`src/matmul_pkg.sv`:
```
package matmul_pkg;

  ////////////////////////////////////////
  // tile sizes
  ////////////////////////////////////////

  localparam int DWIDTH = 8;
  localparam int MAT_MUL_SIZE = 4;
  localparam int AWIDTH = 7;
  localparam int MEM_DEPTH = 128;

  // operand reg, product reg, accumulator
  localparam int NUM_CYCLES_IN_MAC = 3;

  ////////////////////////////////////////
  // data types
  ////////////////////////////////////////

  typedef logic signed [DWIDTH-1:0] elem_t;

  // lane 0 in the low bits
  typedef elem_t [MAT_MUL_SIZE-1:0] row_t;

  typedef logic [AWIDTH-1:0] addr_t;

  // one host port request, plain strobes
  typedef struct packed {
    logic  we_a;
    logic  we_b;
    addr_t addr;
    row_t  data;
  } host_req_t;

endpackage

```
`src/tile_sequencer.sv`:
```
module tile_sequencer (
  input  logic               clk_mem,
  input  logic               reset,
  input  logic               start_mat_mul,
  output matmul_pkg::addr_t  a_addr,
  output matmul_pkg::addr_t  b_addr,
  output logic               skew_clear,
  output logic               acc_clear,
  output logic [3:0]         row_latch,
  output logic [1:0]         drain_row,
  output logic               c_we,
  output matmul_pkg::addr_t  c_addr,
  output logic               done_mat_mul
);

  // row 0 accumulators are final here
  localparam int LATCH_BASE = matmul_pkg::MAT_MUL_SIZE + 6 + matmul_pkg::NUM_CYCLES_IN_MAC;
  localparam int DRAIN_BASE = LATCH_BASE + matmul_pkg::MAT_MUL_SIZE;
  // one count past the last C write when the RAM has taken it
  localparam int DONE_CNT   = DRAIN_BASE + matmul_pkg::MAT_MUL_SIZE;

  logic [4:0]        clk_cnt;
  matmul_pkg::addr_t operand_addr;
  logic [1:0]        drain_idx;
  logic              in_drain;

  ////////////////////////////////////////
  // cycle counter and done
  ////////////////////////////////////////

  always_ff @(posedge clk_mem) begin
    if (reset || !start_mat_mul) begin
      clk_cnt      <= '0;
      done_mat_mul <= 1'b0;
    end else if (clk_cnt == 5'(DONE_CNT)) begin
      done_mat_mul <= 1'b1;
    end else if (!done_mat_mul) begin
      clk_cnt <= clk_cnt + 5'd1;
    end
  end

  // operand window walks one word per cycle then parks
  always_ff @(posedge clk_mem) begin
    if (reset || !start_mat_mul) begin
      operand_addr <= matmul_pkg::addr_t'(matmul_pkg::MEM_DEPTH - 1);
    end else if (clk_cnt < 5'(matmul_pkg::MAT_MUL_SIZE)) begin
      operand_addr <= matmul_pkg::addr_t'(clk_cnt);
    end else begin
      operand_addr <= matmul_pkg::addr_t'(matmul_pkg::MEM_DEPTH - 1);
    end
  end

  // A holds columns and B holds rows so both walk together
  assign a_addr = operand_addr;
  assign b_addr = operand_addr;

  assign skew_clear = (clk_cnt == '0);
  assign acc_clear  = !start_mat_mul;

  ////////////////////////////////////////
  // row latch and C write-back
  ////////////////////////////////////////

  always_comb begin
    for (int i = 0; i < 4; i++) begin
      row_latch[i] = (clk_cnt == 5'(LATCH_BASE + i));
    end
  end

  assign drain_idx = 2'(clk_cnt - 5'(DRAIN_BASE));
  assign in_drain  = (clk_cnt >= 5'(DRAIN_BASE)) && (clk_cnt < 5'(DONE_CNT));

  assign c_we      = in_drain;
  assign drain_row = drain_idx;
  assign c_addr    = matmul_pkg::addr_t'(drain_idx);

endmodule

```
`config.mk`:
```
export PLATFORM = sky130hd
export DESIGN_NAME = tile_sequencer
export DESIGN_NICKNAME = d
export VERILOG_FILES = /design/src/matmul_pkg.sv /design/src/tile_sequencer.sv
export SDC_FILE = /design/constraint.sdc
export NUM_CORES = 1
export LEC_CHECK = 0
export ABC_AREA = 1
export BUFFER_PORTS_ARGS = -buffer_cell sky130_fd_sc_hd__buf_2
export CAP_MARGIN = 20
export CORE_UTILIZATION = 45
export CTS_BUF_LIST = sky130_fd_sc_hd__clkbuf_8 sky130_fd_sc_hd__clkbuf_16
export DETAILED_ROUTE_END_ITERATION = 8
export PLACE_DENSITY = 0.79
export SETUP_SLACK_MARGIN = 0.2
export SYNTH_ARGS = -nofsm -noshare
export SYNTH_HDL_FRONTEND = slang
export SYNTH_SLANG_ARGS = --single-unit
```
`constraint.sdc`:
```
create_clock -name clk_mem -period 1.95 [get_ports clk_mem]
set_input_delay 0.0975 -clock clk_mem [delete_from_list [all_inputs] [get_ports clk_mem]]
set_output_delay 0.0975 -clock clk_mem [all_outputs]
set_load 0.01 [all_outputs]
```
; Word-level counts from Yosys, hierarchy flattened
; Cells that the tools add are included.
[totals]
latchBits = 0
out_inout_bits = 31
wordCells = 24
romBits = 0
inputBits = 3
regBits = 13
mem_bits_rw = 0
memories = 0
[classes]
n_mux = 1
bitwise_logic = 3
n_mul = 0
reduce_logical = 6
add_sub_neg = 2
eq_ne = 5
shifts = 0
order_cmp = 3
div = 0
[ops]
columns = cell, count
row1 = $eq 5x4->1 const B, 3
row2 = $eq 5x5->1 const B, 2
row3 = $mux 7, 1
row4 = $add 5x1->5 const B, 1
row5 = $ge 5x5->1 const B, 1
row6 = $logic_not 5->1, 1
row7 = $lt 5x3->1 const B, 1
row8 = $lt 5x5->1 const B, 1
row9 = $not 1->1, 3
row10 = $reduce_and 2->1, 1
row11 = $reduce_or 2->1, 1
row12 = $sub 2x1->2 const B, 1
row13 = $logic_and 1x1->1, 1
row14 = $logic_not 1->1, 1
row15 = $logic_or 1x1->1, 1

; Longest topological paths before layout
[logic_depth]
ltp_word = 3
mapped_depth = 8
mapped_depth_nobuf = 8

; Least setup slack after synthesis
; OpenSTA, ideal clock, no wires.
[synth_timing]
kind = flip-flop to output port
start = reg clk_cnt[0]
end = out drain_row[1]
arrival_time_ns = 1.107
path_stages_with_launch = 5
slack_ns = 0.746
cell_sequence = dfxtp_1 > inv_1 > ha_1 > inv_1 > buf_4
[synth_via]
elab_chain_len = 1
[synth_lines]
columns = item, line_no
row1 = "start, declared", tile_sequencer.sv:22  ; logic [4:0] clk_cnt;
row2 = "start signal, assigned", tile_sequencer.sv:38  ; clk_cnt <= clk_cnt + 5'd1;
row3 = $sub 2x1->2, tile_sequencer.sv:70  ; assign drain_idx = 2'(clk_cnt - 5'(DRAIN_BASE));
row4 = "end, declared", tile_sequencer.sv:10  ; output logic [1:0] drain_row,
; No other way between the ends.

; Worst setup path after layout
[layout_timing]
start = reg clk_cnt[0]
end = out row_latch[1]
[layout_via]
elab_chain_len = 1
[layout_lines]
columns = item, line_no
row1 = $eq 5x4->1, tile_sequencer.sv:66  ; row_latch[i] = (clk_cnt == 5'(LATCH_BASE + i));
row2 = "end, declared", tile_sequencer.sv:9  ; output logic [3:0] row_latch,
; No other way between the ends.

==> reports/results.tsv <==
stage	metric	value	unit
finish	commonest non-fill, non-tap cell in the layout	buf_2	
logic_synthesis	Synth top area share	33.6	%
logic_synthesis	Gate Count Post-Synth	97	
power	Psw	148	uW
finish	most frequent cells in the layout	28 x buf_2, 16 x inv_1, 15 x nand2_1	
hold_path	hold wc startpoint	reset	
sta	final setup violation count	0	
power	Leak	0.430	nW
clock_network	CTS Hold Bufs	0	
floorplan	DIE AREA	0.00175	sq mm
detailed_routing	Vias per Instance	4.68	
finish	Final Util	55.4	%
worst_setup_path	CP Max Fanout	7	
detailed_routing	DR vias	623	
logic_synthesis	Yosys cell types	20	
global_routing	number of global-route vias before repair	502	
worst_setup_path	CP cell instances	inv_1, ha_1, nor3b_1, buf_2	
placement	hpwl dp	1.01	mm
clock_network	TritonCTS clock tree	built	
clock_network	CTS resizes	0	
sta	Final min period	1.51	ns
finish	Final Cell Area	825	sq um
power	combinational share of power	11.1	%
detailed_routing	First-pass DRT Iterations	4	
detailed_routing	Final ANT Viol Nets	0	
worst_setup_path	Crit. Startpoint	clk_cnt[0]	
logic_synthesis	Synth area leader	dfxtp_1	
global_routing	GRT Total Usage	16.3	%
power	Power Density	735	mW/mm^2
global_routing	first-pass GRT wire length	2.06	mm
sta	Tcrit/Tclk final	77.6	%
worst_setup_path	Worst EP required	1.85	ns
sta	Fmax	661	MHz
logic_synthesis	Synth Cell Area	714	sq um
logic_synthesis	syn avg cell area	7.37	sq um
power	peak supply drop	428	uV
detailed_routing	Post-Route WL	1.38	mm
finish	area grow syn2layout	15.4	%
detailed_routing	WL per Instance	10.4	um
placement	RD Place Congestion	0.869	
floorplan	# IOs	34	
finish	share of post-route cells with drive strength above 1	35.0	%
logic_synthesis	Synth Register Bits	12	
floorplan	Core Box Area	0.00149	sq mm
global_routing	initial antenna violation count	0	
worst_setup_path	CP Data Arrival Time	1.42	ns
finish	# diodes	0	
clock_network	root buffer cell	clkbuf_8	
worst_setup_path	delay of the slowest critical-path stage	0.37	ns
sta	Final Hold Viols	0	
power	Clk pwr share	45.9	%
global_routing	gr ovfl total	0	
detailed_routing	DRT iter0 DRCs	8	
floorplan	DIE WIDTH	41.8	um
clock_network	Post-CTS Repair Setup Buffers	0	
detailed_routing	drc violations	0	
placement	placed cell areas	769	sq um
worst_setup_path	WS Path Type	flop to output pin	
power	Reg power frac	43.0	%
clock_network	CTS max path bufs	2	
status	status	finished clean	
global_routing	largest net degree at the start of global routing	10	
floorplan	Die H	41.8	um
power	Tot Pwr	606	uW
sta	RSZ-0062 raised after global routing	no	
clock_network	CTS sink cnt	12	
logic_synthesis	Seq/Total Area, Yosys	33.6	%
worst_setup_path	crit path capture type	output pin	
floorplan	FP Rows	14	
sta	setup TNS	0	ns
sta	fin. max-slew vios	0	
sta	final worst slack	0.437	ns
logic_synthesis	Synth area leaders	dfxtp_1 34%, buf_4 17%, ha_1 8.8%, inv_1 8.4%, nand2_1 7.9%	
logic_synthesis	Warnings, synthesis	0	
worst_setup_path	CP Launch Type	flop	
power	Net Sw Frac	24.4	%
floorplan	effective utilization at floorplan	48.0	%
clock_network	clk slew on worst S/H paths	0.06	ns
sta	skew final	0.00542	ns
hold_path	worst hold path class	input pin to flop	
finish	Layout Nets	126	
clock_network	Clock Latency Late Sink	0.25	ns
placement	PortBufs	28	
worst_setup_path	CP max-delay cell	dfxtp_1	
power	cell internal pwr	459	uW
clock_network	Num CTS Buffers	3	
worst_setup_path	Reg-to-Reg Start	clk_cnt[1]	
clock_network	Max H-tree Level	1	
placement	pre-CTS setup slack	0.645	ns
flow_run	number of max-cap violations	0	
## flip-flops by register name, indices dropped and copies added (netlist names)
| name | count |
|---|---|
| clk_cnt | 5 |
| done_mat_mul | 1 |
| a_addr | 6 |
## logic make-up (layout without fill, tap and decap cells)
family	after synthesis	in the layout	synth area share, %
other	1	5	0.525
adder cells (fa/ha/maj)	5	5	8.76
AO/OA/AOI/OAI	7	7	5.60
flip-flops	12	12	33.6
buffers and inverters	34	50	26.3
AND/OR/NAND/NOR	38	38	25.2
## metal layers
layer | wire length, um | global-route usage [%]
met3 | 102 | 6.09
met5 | 0 | 0
met1 | 584 | 17.8
met4 | 23 | 9.68
met2 | 667 | 26.6
## worst max-delay path: cells and delay by family, from the launching register on
kind	cells	cell delay [ns]
flops	1	0.37
buf+inv	2	0.36
simple gates	1	0.25
fa+ha+maj	1	0.19
## synthesized netlist by cell type
library cell  instances
a21oi_1               2
nand2_2               3
inv_1                16
conb_1                1
nand4_1               1
inv_2                 2
buf_4                16
nor4_1                1
nand3_1               2
nor2_4                2
nand2_1              15
dfxtp_1              12
a31oi_1               1
nor2_2                1
nor2_1               11
nor3b_1               1
o21ai_1               3
nor3_1                1
ha_1                  5
a21oi_2               1
## through the flow
stage	hold slack (ns)	std cells
6_report	0.132	133
3_5_place_dp	0.391	129
5_1_grt	0.152	133
3_3_place_gp	0.379	129
4_1_cts	0.134	133
2_1_floorplan	0.246	101
## power groups by stage
stage               registers [mW]  logic, mW  clock network, mW
floorplan                    0.270     0.0582                  0
global placement             0.266     0.0667                  0
detailed placement           0.266     0.0675                  0
CTS                          0.261     0.0679              0.279
global route                 0.262     0.0737              0.289
finish                       0.261     0.0672              0.278
## path summary, 6_finish.rpt
path                        to  slack [ns]  depth (start not counted)
setup reg to reg    clk_cnt[4]        0.62                          8
hold / removal      clk_cnt[0]        0.13                          4
hold reg to reg     clk_cnt[2]        0.59                          2
setup / recovery  row_latch[1]        0.44                          4
## layout make-up
type	instances	area, sq um
clock buffer	4	55.1
fill	151	664
inverter	18	67.6
multi-input combinational	55	302
sequential	12	240
tap	16	20.0
timing repair buffer	28	140
Note: power is estimated with default switching activity, not from simulation.
