### config.mk
export PLATFORM = sky130hd
export DESIGN_NAME = operand_skew
export DESIGN_NICKNAME = d
export VERILOG_FILES = /design/src/matmul_pkg.sv /design/src/operand_skew.sv
export SDC_FILE = /design/constraint.sdc
export NUM_CORES = 1
export LEC_CHECK = 0
export ABC_AREA = 1
export ABC_CLOCK_PERIOD_IN_PS = 800
export BUFFER_PORTS_ARGS = -buffer_cell sky130_fd_sc_hd__buf_2
export CAP_MARGIN = 20
export CORE_ASPECT_RATIO = 0.5
export CORE_MARGIN = 2
export CORE_UTILIZATION = 35
export DETAILED_ROUTE_END_ITERATION = 10
export PLACE_DENSITY_LB_ADDON = 0.08
export SYNTH_ARGS = -nofsm -noshare
export SYNTH_HDL_FRONTEND = slang
export SYNTH_SLANG_ARGS = --single-unit
### constraint.sdc
create_clock -name clk_mem -period 0.8 [get_ports clk_mem]
set_input_delay 0.16 -clock clk_mem [delete_from_list [all_inputs] [get_ports clk_mem]]
set_output_delay 0.16 -clock clk_mem [all_outputs]
set_load 0.01 [all_outputs]
### src/matmul_pkg.sv
package matmul_pkg;

  ////////////////////////////////////////
  // tile sizes
  ////////////////////////////////////////

  localparam int DWIDTH = 8;
  localparam int MAT_MUL_SIZE = 4;
  localparam int AWIDTH = 7;
  localparam int MEM_DEPTH = 128;

  // operand reg, product reg, accumulator
  localparam int NUM_CYCLES_IN_MAC = 3;

  ////////////////////////////////////////
  // data types
  ////////////////////////////////////////

  typedef logic signed [DWIDTH-1:0] elem_t;

  // lane 0 in the low bits
  typedef elem_t [MAT_MUL_SIZE-1:0] row_t;

  typedef logic [AWIDTH-1:0] addr_t;

  // one host port request, plain strobes
  typedef struct packed {
    logic  we_a;
    logic  we_b;
    addr_t addr;
    row_t  data;
  } host_req_t;

endpackage

### src/operand_skew.sv
module operand_skew #(
  parameter int LANES = 4
) (
  input  logic              clk_mem,
  input  logic              reset,
  input  logic              skew_clear,
  input  matmul_pkg::row_t  row_in,
  output matmul_pkg::row_t  row_out
);

  // lane i waits i cycles so the operands meet on the diagonal
  for (genvar i = 0; i < LANES; i++) begin : g_lane
    if (i == 0) begin : g_direct
      assign row_out[i] = row_in[i];
    end else begin : g_delay
      matmul_pkg::elem_t dly [i];

      always_ff @(posedge clk_mem) begin
        if (reset || skew_clear) begin
          dly <= '{default: '0};
        end else begin
          dly[0] <= row_in[i];
          for (int s = 1; s < i; s++) begin
            dly[s] <= dly[s-1];
          end
        end
      end

      assign row_out[i] = dly[i-1];
    end
  end

endmodule

Word-level counts from Yosys, hierarchy flattened
Cells that the tools add are included.
{ "totals": {"regBits": 48, "input_bits": 35, "out_inout_bits": 32, "word_cells": 7} }
{ "op_classes": {"n_reduce_logical": 1} }
{ "ops": {"columns": ["operator", "count"], "rows": [
  ["logical OR 1 bit", 1]
]} }

Longest topological paths before layout
Gate-level depths: netlist of run 1.
{ "logic_depth": {"ltp_word": 1, "ltp_mapped": 5, "mapped_depth_nobuf": 3} }

Worst setup path before layout of run 1
OpenSTA, ideal clock, no wires.
{ "synth_timing": {"path_type": "input-to-reg", "startpoint": "input port reset", "endpoint": "register g_lane[1].g_delay.dly[0] (netlist bit)", "arrival_ns": 0.593, "t_required_ns": 0.688, "setup_slack_ns": 0.095, "stages": 5, "path_cell_list": "inv_1 > nand2_2 > buf_6 > buf_12 > nor2_4"} }
{ "synth_between": {"elab_chain_cells": 1} }
{ "synth_lines": {"columns": ["item", "line_no", "source"], "rows": [
  ["from (decl)", "operand_skew.sv:5", "input logic reset,"],
  ["logical OR 1 bit", "operand_skew.sv:19", "if (reset || skew_clear) begin"],
  ["to (signal, indexed assignment)", "operand_skew.sv:24", "dly[s] <= dly[s-1];"],
  ["to (decl)", "operand_skew.sv:16", "matmul_pkg::elem_t dly [i];"]
]} }
Every way passes these cells.
A chain may end at the register's enable or synchronous reset.

Worst setup path in the final report of run 1
{ "layout_timing": {"startpoint": "register g_lane[2].g_delay.dly (netlist bit row_out[19])", "endpoint": "output port row_out[19] (netlist bit)"} }
{ "layout_rtl": {"columns": ["item", "line_no", "source"], "rows": [
  ["from (decl)", "operand_skew.sv:16", null],
  ["from (signal, indexed assignment)", "operand_skew.sv:24", null],
  ["to (decl)", "operand_skew.sv:8", "output matmul_pkg::row_t row_out"]
]} }
No word-level cell between the ends.

==> metrics.txt, run 1 <==
placed cell area=1898 um^2; post-CTS setup buffers=0; largest net degree at the start of global routing=17; Min-Delay Path Depth=3; Clock Sinks=48; fmax=1133 MHz; Setup TNS Final=-1.686 ns; cts hold-fix bufs=0; R2R Path Start=g_lane[2].g_delay.dly[14]$_SDFF_PP0_; number of H-tree levels=2; Slowest-stage cell, CP=dfxtp_1; post-DR vias/cell=3.451; Core ar.=4573 um^2; CTS Buffer Depth=2; pre-CTS setup slack=0.01406 ns; detailed placer's ending HPWL=1536 um; CP top delay family=flip-flops; Worst Max-Slew Pin Slew=0.1465 ns; initial antenna violation count=0; Iter 0 DRT Violations=13; Syn Std Cell Area=1727 um^2; Max Transition Viols Final=0; power density over the cells=2065 nW/um^2; routed len/inst=7.465 um; Hold EP=g_lane[1].g_delay.dly[7]$_SDFF_PP0_; Seq/Total Area, Yosys=55.65%; final WL=2053 um; min cycle time layout=0.8823 ns; worst hold start=row_in[15]; failing checks=negative setup slack; Slew headroom=90.23%; final setup vio count=24; Cell variety after synth=9; Worst Clk Skew=0.001715 ns; Row Count=17; Final period util=110.3%; clock-pin slew on the worst setup and hold paths=0.08 ns; worst-path maximum fanout=1; ratio of cells with drive above 1 in the final layout=44.02%; I/O pin count=67; Hold Fails Final Rpt=0; critical path capture point type=primary output; CP Buf/Inv Count=1; PortBufs=50; ANT nets after route=0; Mapped Cells=176; syn_nets=211; CTS tree=done; first-pass GRT wire length=3387 um; FF-to-FF setup slack=0.28 ns; worst-path cell chain=buf_2; fin util=45.09%; Final Net Count=244; design area=2062 um^2; Synth warnings=0; die area=5545 um^2; drc violations=0; DR vias=949; Leakage=0.9807 nW; synthesis-to-layout area growth=19.42%; Final WS setup=-0.08233 ns; WP data required=0.64 ns; Overflow after GRT=0; Starting Density=37.76%; synthesis-stage register bit count=48; worst skew pair latency=0.28 ns; Critical Path AT=0.72 ns; maxcap violations=0; RSZ-0062 raised after global routing=yes; gpl congestion=0.6357; chip width=103.3 um; critical path class=register to primary output; run status=finished with violations; Worst VDD drop=886.9 uV; vias in the first global route=877; Multi-input gate area=341.6 um^2; first-pass detailed-route iteration total=4; Inserted Diodes=0; Critical Path Max Stage Delay=0.32 ns; clock root buffer=clkbuf_8; CP Launch Type=register; Min-Delay Path Class=input port to register; Total Power=0.004258 W; Reg2Reg Depth=2; TritonCTS buffer count=5; GR Util All Layers=8.317%; die span in y=53.67 um; Fill cells=453; Reg-to-Reg End=row_out[22]$_SDFF_PP0_; Avg Synthesized Cell Area=9.811 um^2; Sequential Area=972.2 um^2
## metal layers
| metal | share of wire (%) | GRT usage [%] | routed length [um] |
|---|---|---|---|
| met1 | 44 | 8.589 | 897 |
| met2 | 47 | 14.07 | 960 |
| met3 | 8.0 | 4.286 | 164 |
| met4 | 1.5 | 4.605 | 31 |
| met5 | 0 | 0 | 0 |
## layout make-up
class,instances,area share (%)
sequential,48,47.15
multi-input combinational,49,16.57
timing repair buffer,55,18.51
clock buffer,7,4.672
inverter,50,9.102
tap,66,4.005
## repair_timing
action,in CTS,in global routing
gates resized for setup,2,16
endpoints found under the hold margin,0,0
endpoints found under the setup margin,24,24
## power breakdown
group	internal [W]	total (W)	switching (W)	leakage [nW]
Clock	0.000769	0.00147	0.000698	0.0503
Sequential	0.00245	0.00247	0.0000159	0.395
Combinational	0.000154	0.000323	0.000169	0.535
Total	0.00338	0.00426	0.000883	0.981
## registers in the layout, indices dropped and copies added (netlist names)
| signal | flops |
|---|---|
| g_lane.g_delay.dly | 32 |
| row_out | 16 |
## layout by cell type, fill, tap and decap left out
cell type   n
buf_12      3
buf_2      41
buf_4       2
buf_6       9
clkbuf_8    7
dfxtp_1    39
dfxtp_2     9
inv_1      50
nand2_4     1
nor2_1     28
nor2_4     20
## metrics by stage
stage	cells	hold slack, ns
floorplan	176	0.2722
global placement	268	0.3201
detailed placement	268	0.3201
CTS	275	0.06889
global route	275	0.06584
finish	275	0.07879
## cell usage after synthesis, drive strengths merged
cell	instances	area share, %
nand2	1	0.36
nor2	48	19
buf	29	14
dfxtp	48	56
inv	50	11
## cells by family (layout without fill, tap and decap cells)
kind of cell  Yosys count  count (layout)  synth area share (%)
buf+inv                79             112                 24.85
flops                  48              48                 55.65
simple gates           49              49                 19.49
## worst max path at each step
stage	end	cells after the start	slack [ns]	start
2_1_floorplan	g_lane[1].g_delay.dly[0]$_SDFF_PP0_	5	0.1	reset
3_3_place_gp	g_lane[2].g_delay.dly[13]$_SDFF_PP0_	5	0.02	reset
3_5_place_dp	g_lane[2].g_delay.dly[12]$_SDFF_PP0_	5	0.01	reset
4_1_cts	row_out[19]	1	-0.10	row_out[19]$_SDFF_PP0_
5_1_grt	row_out[31]	1	-0.13	row_out[31]$_SDFF_PP0_
6_report	row_out[19]	1	-0.08	row_out[19]$_SDFF_PP0_
Note: power is estimated with default switching activity, not from simulation.
==> run 2: changes to the inputs <==
--- a/config.mk
+++ b/config.mk
@@ -6,7 +6,7 @@
 export NUM_CORES = 1
 export LEC_CHECK = 0
 export ABC_AREA = 1
-export ABC_CLOCK_PERIOD_IN_PS = 800
+export ABC_CLOCK_PERIOD_IN_PS = 900
 export BUFFER_PORTS_ARGS = -buffer_cell sky130_fd_sc_hd__buf_2
 export CAP_MARGIN = 20
 export CORE_ASPECT_RATIO = 0.5
==> constraint.sdc (replaced) <==
create_clock -name clk_mem -period 0.9 [get_ports clk_mem]
set_input_delay 0 -clock clk_mem [delete_from_list [all_inputs] [get_ports clk_mem]]
set_output_delay 0 -clock clk_mem [all_outputs]
set_load 0.01 [all_outputs]
==> metrics.txt, run 2 (same netlist as run 1, synthesis figures left out) <==
Clock Sinks=48 (unchanged); Hold Fails Final Rpt=0 (unchanged); met2 Use GR=17.53% (+3.5 points); Slowest-stage cell, CP=dfxtp_1; most frequent cells in the layout=inv_1, buf_2, dfxtp_1, nor2_1, dlygate4sd3_1; Final period util=81.94%; met1 GRT Util=9.062% (+0.47 points); initial antenna violation count=0 (unchanged); Starting Density=37.76% (unchanged); worst-path cell chain=buf_2; min cycle time layout=0.7374 ns; RSZ-0062 raised after global routing=no; CTS tree=done; CP Buf/Inv Count=1 (unchanged); final setup vio count=0 (-100%); largest net degree at the start of global routing=24 (+7); first-pass detailed-route iteration total=2 (-2); first-pass GRT wire length=3870 um (+14%); Final Net Count=266 (+9.0%); gpl congestion=0.6533 (+2.8%); Critical Path Max Stage Delay=0.32 ns (about the same); ANT nets after route=0 (unchanged); CTS Buffer Depth=2 (unchanged); met3 usage=4.545% (+0.26 points); Worst Clk Skew=0.002161 ns (+0.0004469 ns); Worst VDD drop=875.8 uV (-1.3%); worst-path maximum fanout=1 (unchanged); die area=5545 um^2 (unchanged); number of H-tree levels=2 (unchanged); synthesis-to-layout area growth=29.42%; Sequential Area=960.9 um^2 (-1.2%); Core ar.=4573 um^2 (unchanged); chip width=103.3 um (unchanged); Iter 0 DRT Violations=12 (-1); power density over the cells=1811 nW/um^2 (-12%); Top reg by flops=g_lane.g_delay.dly; worst skew pair latency=0.29 ns (about the same); Max Transition Viols Final=0 (unchanged); run status=completed; TritonCTS buffer count=5 (unchanged); I/O pin count=67 (unchanged); critical path class=register to primary output; Leakage=1.065 nW (+8.6%); Multi-input gate area=341.6 um^2 (unchanged); die span in y=53.67 um (unchanged); routed len/inst=7.473 um (+0.10%); detailed placer's ending HPWL=1423 um (-7.3%); Slew headroom=89.49% (-0.74 points); post-CTS setup buffers=0 (unchanged); worst hold slack=0.000003919 ns (-0.07878 ns); CP Launch Type=register; Fill cells=437 (-3.5%); GR Util All Layers=9.452% (+1.1 points); WP data required=0.90 ns (+0.26 ns); Setup TNS Final=0 ns (+1.686 ns); final WL=2227 um (+8.5%); clock root buffer=clkbuf_8; fmax=1356 MHz; Min-Delay Path Class=input port to primary output; PortBufs=50 (unchanged); Overflow after GRT=0 (unchanged); GRT Max-Usage Layer=met2; Row Count=17 (unchanged); CP top delay family=flip-flops; clock-pin slew on the worst setup and hold paths=0.08 ns (about the same); Worst Max-Slew Pin Slew=0.1577 ns (+0.01116 ns); post-DR vias/cell=3.356 (-2.8%); maxcap violations=0 (unchanged); drc violations=0 (unchanged); DR vias=1000 (+5.4%); ratio of cells with drive above 1 in the final layout=35.34% (-8.7 points); critical path capture point type=primary output; Critical Path AT=0.74 ns (+0.02 ns); Inserted Diodes=0 (unchanged); max reg flops=32 (unchanged); vias in the first global route=977 (+11%)
[run 2: cell types whose count changed in the layout (fill, tap and decap cells not counted), sizes merged]
cell,before,now
bufinv,0,1
dlygate4sd3,0,24
clkbuf,7,5
clkinv,0,1
clkinvlp,0,1
buf,55,53
[run 2: path summary, 6_finish.rpt]
| path | startpoint | endpoint | slack [ns] | cells after the start |
|---|---|---|---|---|
| min reg2reg | g_lane[3].g_delay.dly[13]$_SDFF_PP0_ | row_out[29]$_SDFF_PP0_ | 0.41 | 2 |
| max | row_out[22]$_SDFF_PP0_ | row_out[22] | 0.16 | 1 |
| min | row_in[3] | row_out[3] | 0.000004 | 0 |
| max reg2reg | g_lane[2].g_delay.dly[9]$_SDFF_PP0_ | row_out[17]$_SDFF_PP0_ | 0.38 | 2 |
[run 2: metrics by stage]
| stage | worst slack (ns) | power [W] | std cells | instance area [um^2] | utilization (%) |
|---|---|---|---|---|---|
| after global placement | 0.2801 | 0.002515 | 266 | 1883 | 41.18 |
| after CTS | 0.1351 | 0.004135 | 298 | 2235 | 48.86 |
| after floorplan | 0.3550 | 0.002466 | 176 | 1727 | - |
| after global routing | 0.1079 | 0.004270 | 298 | 2235 | 48.86 |
| final | 0.1626 | 0.004046 | 298 | 2235 | 48.86 |
| after detailed placement | 0.2760 | 0.002518 | 266 | 1883 | 41.18 |
[run 2: area by class of cell]
| cell class | count | share of cell area [%] |
|---|---|---|
| Multi-Input combinational cell | 49 | 15.29 |
| Tap cell | 66 | 3.695 |
| Clock buffer | 5 | 3.080 |
| Inverter | 50 | 8.399 |
| Sequential cell | 48 | 43.00 |
| Timing Repair Buffer | 77 | 24.64 |
| Clock inverter | 3 | 1.904 |
[run 2: report_power, final]
part | internal (W) | switching [W]
logic | 0.000190 | 0.000162
clock network | 0.000822 | 0.000682
registers | 0.00218 | 0.0000118
[run 2: what timing repair did]
action	in CTS	in global routing
resized for setup	0	0
hold endpoints to repair	24	0
hold buffers	24	0
endpoints found under the setup margin	0	0
[run 2: worst reg2reg max path: stages, from the launching register on]
cell     delay (ns)
dfxtp_1        0.31
inv_1          0.08
nor2_4         0.04
[run 2: per-layer routing]
layer / wire (um) / part of all wire [%]
met1: 972 / 44
met2: 1065 / 48
met3: 157 / 7.0
met4: 31 / 1.4
met5: 0 / 0
