--- src/matmul_pkg.sv ---
package matmul_pkg;

  ////////////////////////////////////////
  // tile sizes
  ////////////////////////////////////////

  localparam int DWIDTH = 8;
  localparam int MAT_MUL_SIZE = 4;
  localparam int AWIDTH = 7;
  localparam int MEM_DEPTH = 128;

  // operand reg, product reg, accumulator
  localparam int NUM_CYCLES_IN_MAC = 3;

  ////////////////////////////////////////
  // data types
  ////////////////////////////////////////

  typedef logic signed [DWIDTH-1:0] elem_t;

  // lane 0 in the low bits
  typedef elem_t [MAT_MUL_SIZE-1:0] row_t;

  typedef logic [AWIDTH-1:0] addr_t;

  // one host port request, plain strobes
  typedef struct packed {
    logic  we_a;
    logic  we_b;
    addr_t addr;
    row_t  data;
  } host_req_t;

endpackage

--- src/processing_element.sv ---
module processing_element (
  input  logic               clk_mem,
  input  logic               reset,
  input  logic               acc_clear,
  input  matmul_pkg::elem_t  in_a,
  input  matmul_pkg::elem_t  in_b,
  output matmul_pkg::elem_t  out_a,
  output matmul_pkg::elem_t  out_b,
  output matmul_pkg::elem_t  out_c
);

  matmul_pkg::elem_t a_q;
  matmul_pkg::elem_t b_q;
  matmul_pkg::elem_t prod_q;
  matmul_pkg::elem_t acc_q;

  logic signed [2*matmul_pkg::DWIDTH-1:0] prod_full;
  matmul_pkg::elem_t                      prod_sat;

  // pass operands on to the right and below
  always_ff @(posedge clk_mem) begin
    if (reset) begin
      out_a <= '0;
      out_b <= '0;
    end else begin
      out_a <= in_a;
      out_b <= in_b;
    end
  end

  ////////////////////////////////////////
  // three stage MAC
  ////////////////////////////////////////

  assign prod_full = (2*matmul_pkg::DWIDTH)'(a_q) * (2*matmul_pkg::DWIDTH)'(b_q);

  // clamp to the element range
  always_comb begin
    if (prod_full > 16'sd127) begin
      prod_sat = 8'sd127;
    end else if (prod_full < -16'sd128) begin
      prod_sat = -8'sd128;
    end else begin
      prod_sat = prod_full[matmul_pkg::DWIDTH-1:0];
    end
  end

  always_ff @(posedge clk_mem) begin
    if (reset) begin
      a_q    <= '0;
      b_q    <= '0;
      prod_q <= '0;
    end else begin
      a_q    <= in_a;
      b_q    <= in_b;
      prod_q <= prod_sat;
    end
  end

  // sum wraps modulo 256
  always_ff @(posedge clk_mem) begin
    if (reset || acc_clear) begin
      acc_q <= '0;
    end else begin
      acc_q <= acc_q + prod_q;
    end
  end

  assign out_c = acc_q;

endmodule

--- src/systolic_array.sv ---
module systolic_array (
  input  logic              clk_mem,
  input  logic              reset,
  input  logic              acc_clear,
  input  matmul_pkg::row_t  a_skewed,
  input  matmul_pkg::row_t  b_skewed,
  input  logic [3:0]        row_latch,
  input  logic [1:0]        drain_row,
  output matmul_pkg::row_t  drain_data
);

  localparam int N = matmul_pkg::MAT_MUL_SIZE;

  // a moves right along a row, b moves down a column
  matmul_pkg::elem_t a_h [N][N+1];
  matmul_pkg::elem_t b_v [N+1][N];
  matmul_pkg::row_t  pe_res [N];
  matmul_pkg::row_t  row_q [N];

  ////////////////////////////////////////
  // edge feeds
  ////////////////////////////////////////

  for (genvar k = 0; k < N; k++) begin : g_edge
    assign a_h[k][0] = a_skewed[k];
    assign b_v[0][k] = b_skewed[k];
  end

  ////////////////////////////////////////
  // PE grid
  ////////////////////////////////////////

  for (genvar i = 0; i < N; i++) begin : g_row
    for (genvar j = 0; j < N; j++) begin : g_col
      processing_element u_pe (
        .clk_mem   (clk_mem),
        .reset     (reset),
        .acc_clear (acc_clear),
        .in_a      (a_h[i][j]),
        .in_b      (b_v[i][j]),
        .out_a     (a_h[i][j+1]),
        .out_b     (b_v[i+1][j]),
        .out_c     (pe_res[i][j])
      );
    end
  end

  ////////////////////////////////////////
  // row capture and drain
  ////////////////////////////////////////

  // row i is complete one cycle after row i-1
  for (genvar r = 0; r < N; r++) begin : g_latch
    always_ff @(posedge clk_mem) begin
      if (row_latch[r]) begin
        row_q[r] <= pe_res[r];
      end
    end
  end

  assign drain_data = row_q[drain_row];

endmodule

--- config.mk ---
export PLATFORM = sky130hd
export DESIGN_NAME = systolic_array
export DESIGN_NICKNAME = d
export VERILOG_FILES = /design/src/matmul_pkg.sv /design/src/processing_element.sv /design/src/systolic_array.sv
export SDC_FILE = /design/constraint.sdc
export NUM_CORES = 2
export LEC_CHECK = 0
export ABC_AREA = 0
export BUFFER_PORTS_ARGS = -buffer_cell sky130_fd_sc_hd__buf_2
export CAP_MARGIN = 25
export CELL_PAD_IN_SITES_DETAIL_PLACEMENT = 2
export CELL_PAD_IN_SITES_GLOBAL_PLACEMENT = 2
export CORE_ASPECT_RATIO = 1.4
export CORE_UTILIZATION = 40
export CTS_CLUSTER_DIAMETER = 200
export DETAILED_ROUTE_END_ITERATION = 7
export PLACE_DENSITY_LB_ADDON = 0.1
export REMOVE_ABC_BUFFERS = 1
export SLEW_MARGIN = 20
export SYNTH_ARGS = -nofsm -noshare
export SYNTH_HDL_FRONTEND = slang
export SYNTH_SLANG_ARGS = --single-unit
--- constraint.sdc ---
create_clock -name clk_mem -period 6.1 [get_ports clk_mem]
set_clock_uncertainty 0.1 [all_clocks]
set_input_delay 0.61 -clock clk_mem [delete_from_list [all_inputs] [get_ports clk_mem]]
set_output_delay 0.61 -clock clk_mem [all_outputs]
set_load 0.1 [all_outputs]
Yosys cells after proc, flatten, opt, wreduce, memory -nomap -nowiden
Memory sizes are Yosys's and may differ from the RTL's. Index checks and enable logic that the tools add are counted.

Bits in writable memories: 128. Output and inout port bits: 32. Bits in read-only memories: 0. Bits in registers: 512. Input port bits: 73. Word-level logic and storage cells: 202. Latch bits: 0. Memories: 1.

Bitwise operators: 0. Divide/modulo/power cells: 0. Multipliers: 16. Eq/ne operators: 0. Shift-type cells: 0. Add/subtract/negate cells: 16. Reduce and logical (&&, ||, !) cells: 17. Muxes and demuxes: 40. Order comparisons: 32.

Memory list: row_q (depth 4, width 32, rd ports 1, clocked after memory_dff 0, wr ports 4, line systolic_array.sv:18) `matmul_pkg::row_t row_q [N];`.

Operators with widths (count): 16-bit by 8-bit greater-than comparator with 1-bit output (second input constant) (16); 16-bit by 8-bit < comparator with 1-bit output (second input constant) (16); 8-bit by 8-bit multiplier with 16-bit output (16); 8-bit adder (16); 8-bit 2-to-1 mux (16); 7-bit 2-to-1 mux (16); 2-bit OR reduction (16); 1-bit 2-to-1 mux (8); 1-bit logical OR (1).

Longest topological paths before layout
Depth in word-level cells: 4. Mapped depth: 21. Depth with buffers taken out: 20.

By module
Synthesis repeated with hierarchy kept, for this count alone.

Cells, all modules: 6868. Area total of the unflattened synthesis: 66749.0 µm².

By module, submodules not included: processing_element (g_row[0].g_col[0].u_pe ...) (area each 3923.8 µm², cells an instance 422, seq. area each 640.6 µm², times used 10); processing_element (g_row[3].g_col[1].u_pe ...) (area each 3789.9 µm², cells an instance 408, seq. area each 640.6 µm², times used 2); systolic_array (area each 4658.2 µm², cells an instance 167, seq. area each 3843.7 µm², times used 1); processing_element (g_row[2].g_col[2].u_pe) (area each 3854.9 µm², cells an instance 414, seq. area each 640.6 µm², times used 1); processing_element (g_row[3].g_col[0].u_pe) (area each 3829.9 µm², cells an instance 427, seq. area each 640.6 µm², times used 1); processing_element (g_row[2].g_col[3].u_pe) (area each 3794.9 µm², cells an instance 415, seq. area each 640.6 µm², times used 1); processing_element (g_row[3].g_col[3].u_pe) (area each 3793.6 µm², cells an instance 409, seq. area each 640.6 µm², times used 1).

Least setup slack after synthesis
No wires, ideal clock.

Path kind: register to register. Start point: reg g_row[1].g_col[1].u_pe.a_q[7]. End point: reg g_row[1].g_col[1].u_pe.prod_q[0]. Path buffers: 1. Required time: 5.862 ns. Cell stages (with the launch flop): 19. Clock period less this slack: 5.132 ns. Setup time: 0.138 ns. Path slack: 0.968 ns. Data arrival time: 4.894 ns. Cells stage by stage: dfxtp_1 -> clkbuf_1 -> nand2_1 -> inv_1 -> fa_1 -> fa_1 -> fa_1 -> inv_1 -> fa_1 -> inv_1 -> ha_1 -> a2111oi_0 -> o211ai_1 -> a31o_2 -> a21oi_1 -> xnor2_1 -> or4_1 -> nand3_2 -> o21ai_0.

Word-level cells in the longest chain between the ends: 4. Elaborated cells on any way between the ends: 5. Classes of those cells: mul (1); order compare (2); mux (2).

Ends and longest elaborated chain: start: declaration (line processing_element.sv:12) `matmul_pkg::elem_t a_q;`; start signal: assignment (line processing_element.sv:54) `a_q <= in_a;`; 8-bit by 8-bit multiplier with 16-bit output * (line processing_element.sv:35) `assign prod_full = (2*matmul_pkg::DWIDTH)'(a_q) * (2*matmul_pkg::DWIDTH)'(b_q);`; 16-bit by 8-bit < comparator with 1-bit output (line processing_element.sv:41) `end else if (prod_full < -16'sd128) begin`; 8-bit 2-to-1 mux (line processing_element.sv:41); 7-bit 2-to-1 mux * (line processing_element.sv:39) `if (prod_full > 16'sd127) begin`; end signal: assignment (line processing_element.sv:56) `prod_q <= prod_sat;`; end: declaration (line processing_element.sv:14) `matmul_pkg::elem_t prod_q;`.

Every way passes the cells marked *; elsewhere a longest branch is shown, timed or not. A chain may end at the register's enable or synchronous reset.

==> flow_metrics.tcl <==
set metrics [dict create \
    critPathMaxFanout 9 \
    drive_gt1_share_pct 5.03 \
    ir_worst_vdd_mv 0.252 \
    cp_top_family "adder cells" \
    crit_path_cell_trace "nand2_1, inv_1, fa_1, fa_1, fa_1, inv_1, fa_1, inv_1, ha_1, a2111oi_0, o211ai_1, a31o_2, a21oi_1, xnor2_1, or4_1, nand3_2, o21ai_0" \
    synth_cell_types 87 \
    whs_path_depth 2 \
    p_per_area_nw_per_um2 178 \
    status "finished, final reports clean" \
    routed_wl_mm 176 \
    nNetsFinal 8337 \
    fill_cells 17000 \
    die_w_um 340 \
    layout_setup_ws_ns 0.372 \
    report.final.setup_viol 0 \
    antenna_found_initial 9 \
    viasPerCell 4.99 \
    clkLatencyLatePin_ns 0.70 \
    r2r_cells 17 \
    grt_pass1_wl_mm 286 \
    swShare_pct 31.5 \
    crit_buf_inv 3 \
    grt_pass1_vias 53500 \
    slowest_stage "or4_1" \
    grt_max_degree 74 \
    switchingPower_mw 3.92 \
    drt_iter0_drc 1051 \
    finalHoldViolCount 0 \
    cts_sinks 640 \
    cp-end-kind "flop" \
    maxSlewHeadroom_pct 32.6 \
    fp-row-count 173 \
    synth_seq_cells 640 \
    critical_path_class "flop to flop" \
    met3_usage_pct 2.13 \
    pwr-share-seq_pct 40.4 \
    use_met1_pct 23.5 \
    synth.area.top_cells "fa_1, dfxtp_1, ha_1" \
    port_buffers 104 \
    gr-usage-all-layers_pct 22.6 \
    netlist.area_leader.share_pct 28.1 \
    place_congestion 0.811 \
    drc 0 \
    syn_area_per_cell_um2 9.65 \
    synth-async-reset-ratio_pct 0 \
    busiest_layer "met2" \
    cts_setup_buffers 0 \
    cp.depth 17 \
    maxCapViolCount 0 \
    area_growth_pct 9.58 \
    cts_buffer_depth 3 \
    power_frac_comb_pct 20.0 \
    fin_crit_ns 5.73 \
    holdCritPathClass "input port to flop" \
    dp_cells 8776 \
    min_from "a_skewed[2]" \
    post_drt_wl_per_cell_um 19.6 \
    fmax_mhz 175 \
    initial_utilization_pct 40.2 \
    slew_violations 0 \
    num_vias 44700 \
    rsz0062_at_grt "false" \
    ys.flop_type "dfxtp_1" \
    fin_crit_sh_pct 93.9 \
    cts_tree "yes" \
    antenna_left 0 \
    netlist_area_um2 63900 \
    synth_edf_count 128 \
    min_to "g_row[0].g_col[0].u_pe.a_q[2]" \
    synth_top_area_cell "fa_1" \
    ys_seq_area_share_pct 22.1 \
    tightest_slew_ns 1.01 \
    cp-start-kind "flop" \
    die_h_um 475 \
    gr-usage-met2_pct 46.1 \
    grt_remaining_overflow 0 \
    p_clk_share_pct 39.6 \
    postSynthCellCount 6620 \
    clockRootBuffer "clkbuf_16" \
    slowest_delay_ns 0.57 \
    dp_hpwl_mm 143 \
    r2r-start "g_row[1].g_col[1].u_pe.out_b[2]" \
    h-tree-depth 3 \
    drt-pass1-iter-count 5 \
    io_pins 105 \
    r2r_end "g_row[1].g_col[1].u_pe.prod_q[0]" \
    core_area_um2 159000 \
    final_cells 8961 \
    cp_data_required_time_ns 6.56 \
    dieArea_um2 161000 \
    clkSlewWorstSetupHoldPaths_ns 0.06 \
    rrSetupSlack_ns 0.37 \
    synth_warnings 0 \
    cp_common_cell "fa_1" \
    pre_cts_ws_ns 0.354 \
    power.internal_mw 8.52 \
    leakage_nw 33.4 \
    cp.arrival_ns 6.19 \
    numCtsBuffers 77 \
    finalSetupTns_ns 0 \
]
synth_stat cells (7+ instances only):
cell type / count
nand4_1: 15
o21a_1: 57
o21ai_0: 117
o211ai_1: 17
a211oi_1: 25
nor3b_1: 7
o31ai_1: 21
buf_1: 7
o2111ai_1: 8
clkbuf_1: 66
nor3_1: 56
nand2_1: 270
inv_1: 1492
a31oi_1: 15
or3_1: 17
a21boi_0: 12
mux2_2: 16
nand2b_1: 54
or2_2: 10
nor4_1: 22
nand3_1: 44
a21o_1: 45
a21boi_1: 7
fa_1: 896
o21bai_1: 40
o22ai_1: 12
edfxtp_1: 128
xnor2_1: 252
ha_1: 576
nor2b_1: 413
and2_1: 706
a21oi_1: 211
nor2_1: 237
a2111oi_0: 8
and3_1: 8
mux4_2: 32
dfxtp_1: 512
xor2_1: 70
logic make-up (layout without fill, tap and decap cells):
kind of cell | after synthesis | in the layout | synth area share (%)
DFF | 640 | 640 | 22.1
buffers and inverters | 1565 | 1801 | 9.20
muxes | 51 | 51 | 1.46
and+or+nand+nor | 1892 | 1892 | 16.5
other | 0 | 5 | 0
adders and majority gates | 1472 | 1472 | 39.4
xor gates and xnor gates | 322 | 322 | 4.42
AOI/OAI and AO/OA | 678 | 678 | 7.00
area by class of cell:
type,count,area (um2),area share [%]
clock buffer,92,2100,3.00
timing repair buffer,166,1090,1.56
inverter,1492,5600,8.00
antenna,5,12.5,0.0179
clock inverter,51,554,0.792
sequential,640,14100,20.1
multi-input combinational,4415,43900,62.7
tap,2100,2630,3.75
placed cells by master (no fill, tap or decap), drive strengths merged, types with 8 or more instances in the layout:
master	count
a21oi	211
edfxtp	128
nand3	46
o21ai	123
o41ai	8
o31ai	23
and2	707
nor4	22
o2111ai	8
bufinv	9
a211oi	25
inv	1500
o21bai	40
ha	576
or3	18
a21o	46
nor2	237
and3	9
fa	896
buf	129
xnor2	252
nand2b	54
a31oi	16
clkinv	28
o21a	57
nand2	270
a21boi	19
mux2	16
or2	11
o211ai	17
mux4	32
clkbuf	92
xor2	70
nor2b	413
a2111oi	8
nand4	15
dlygate4sd3	37
o22ai	12
dfxtp	512
nor3	56
how the worst max path moves through the flow:
stage	slack [ns]	start	to
after global routing	0.02	g_row[1].g_col[1].u_pe.out_b[2]	g_row[1].g_col[1].u_pe.prod_q[0]
after CTS	0.31	g_row[0].g_col[3].u_pe.out_b[2]	g_row[0].g_col[3].u_pe.prod_q[2]
after floorplan	0.98	g_row[0].g_col[1].u_pe.out_b[3]	g_row[0].g_col[1].u_pe.prod_q[0]
final	0.37	g_row[1].g_col[1].u_pe.out_b[2]	g_row[1].g_col[1].u_pe.prod_q[0]
after detailed placement	0.35	g_row[1].g_col[1].u_pe.out_b[2]	g_row[1].g_col[1].u_pe.prod_q[0]
after global placement	0.50	g_row[3].g_col[3].u_pe.b_q[0]	g_row[3].g_col[3].u_pe.prod_q[0]
layer usage:
| metal | part of all wire (%) | up-vias | wire, um |
|---|---|---|---|
| met5 | 0.0074 | - | 13 |
| li1 | - | 20800 | - |
| met4 | 3.2 | 2 | 5600 |
| met2 | 58 | 400 | 101000 |
| met1 | 37 | 23200 | 64900 |
| met3 | 2.1 | 237 | 3640 |
through the flow:
stage / hold slack, ns / util, % / total power, mW / cell area (um2)
finish: 0.0526 / 44.1 / 12.4 / 70000
global route: 0.0457 / 44.1 / 13.1 / 70000
CTS: 0.00256 / 44.1 / 12.7 / 70000
detailed placement: 0.326 / 42.2 / 7.63 / 66900
global placement: 0.319 / 42.2 / 7.49 / 66900
floorplan: 0.312 / - / 6.74 / 63600
state kept, by name, indices dropped and copies added, names as in the netlist:
register	cells
row_q	128
g_row.g_col.u_pe.prod_q	128
g_row.g_col.u_pe.out_b	96
g_row.g_col.u_pe.a_q	128
g_row.g_col.u_pe.out_c	128
g_row.g_col.u_pe.b_q	32
power by group through the flow:
stage / Clock, mW / Combinational (mW) / Sequential (mW)
CTS: 5.09 / 2.55 / 5.05
floorplan: 0 / 1.83 / 4.91
finish: 4.92 / 2.49 / 5.03
global route: 5.24 / 2.82 / 5.07
detailed placement: 0 / 2.49 / 5.13
global placement: 0 / 2.37 / 5.12
repair_timing:
item | 4_1_cts | 5_1_grt
hold buffers | 37 | 0
setup endpoints to repair | 0 | 9
gates resized for setup | 0 | 2
hold endpoints to repair | 37 | 0
(Power assumes the default switching activity.)
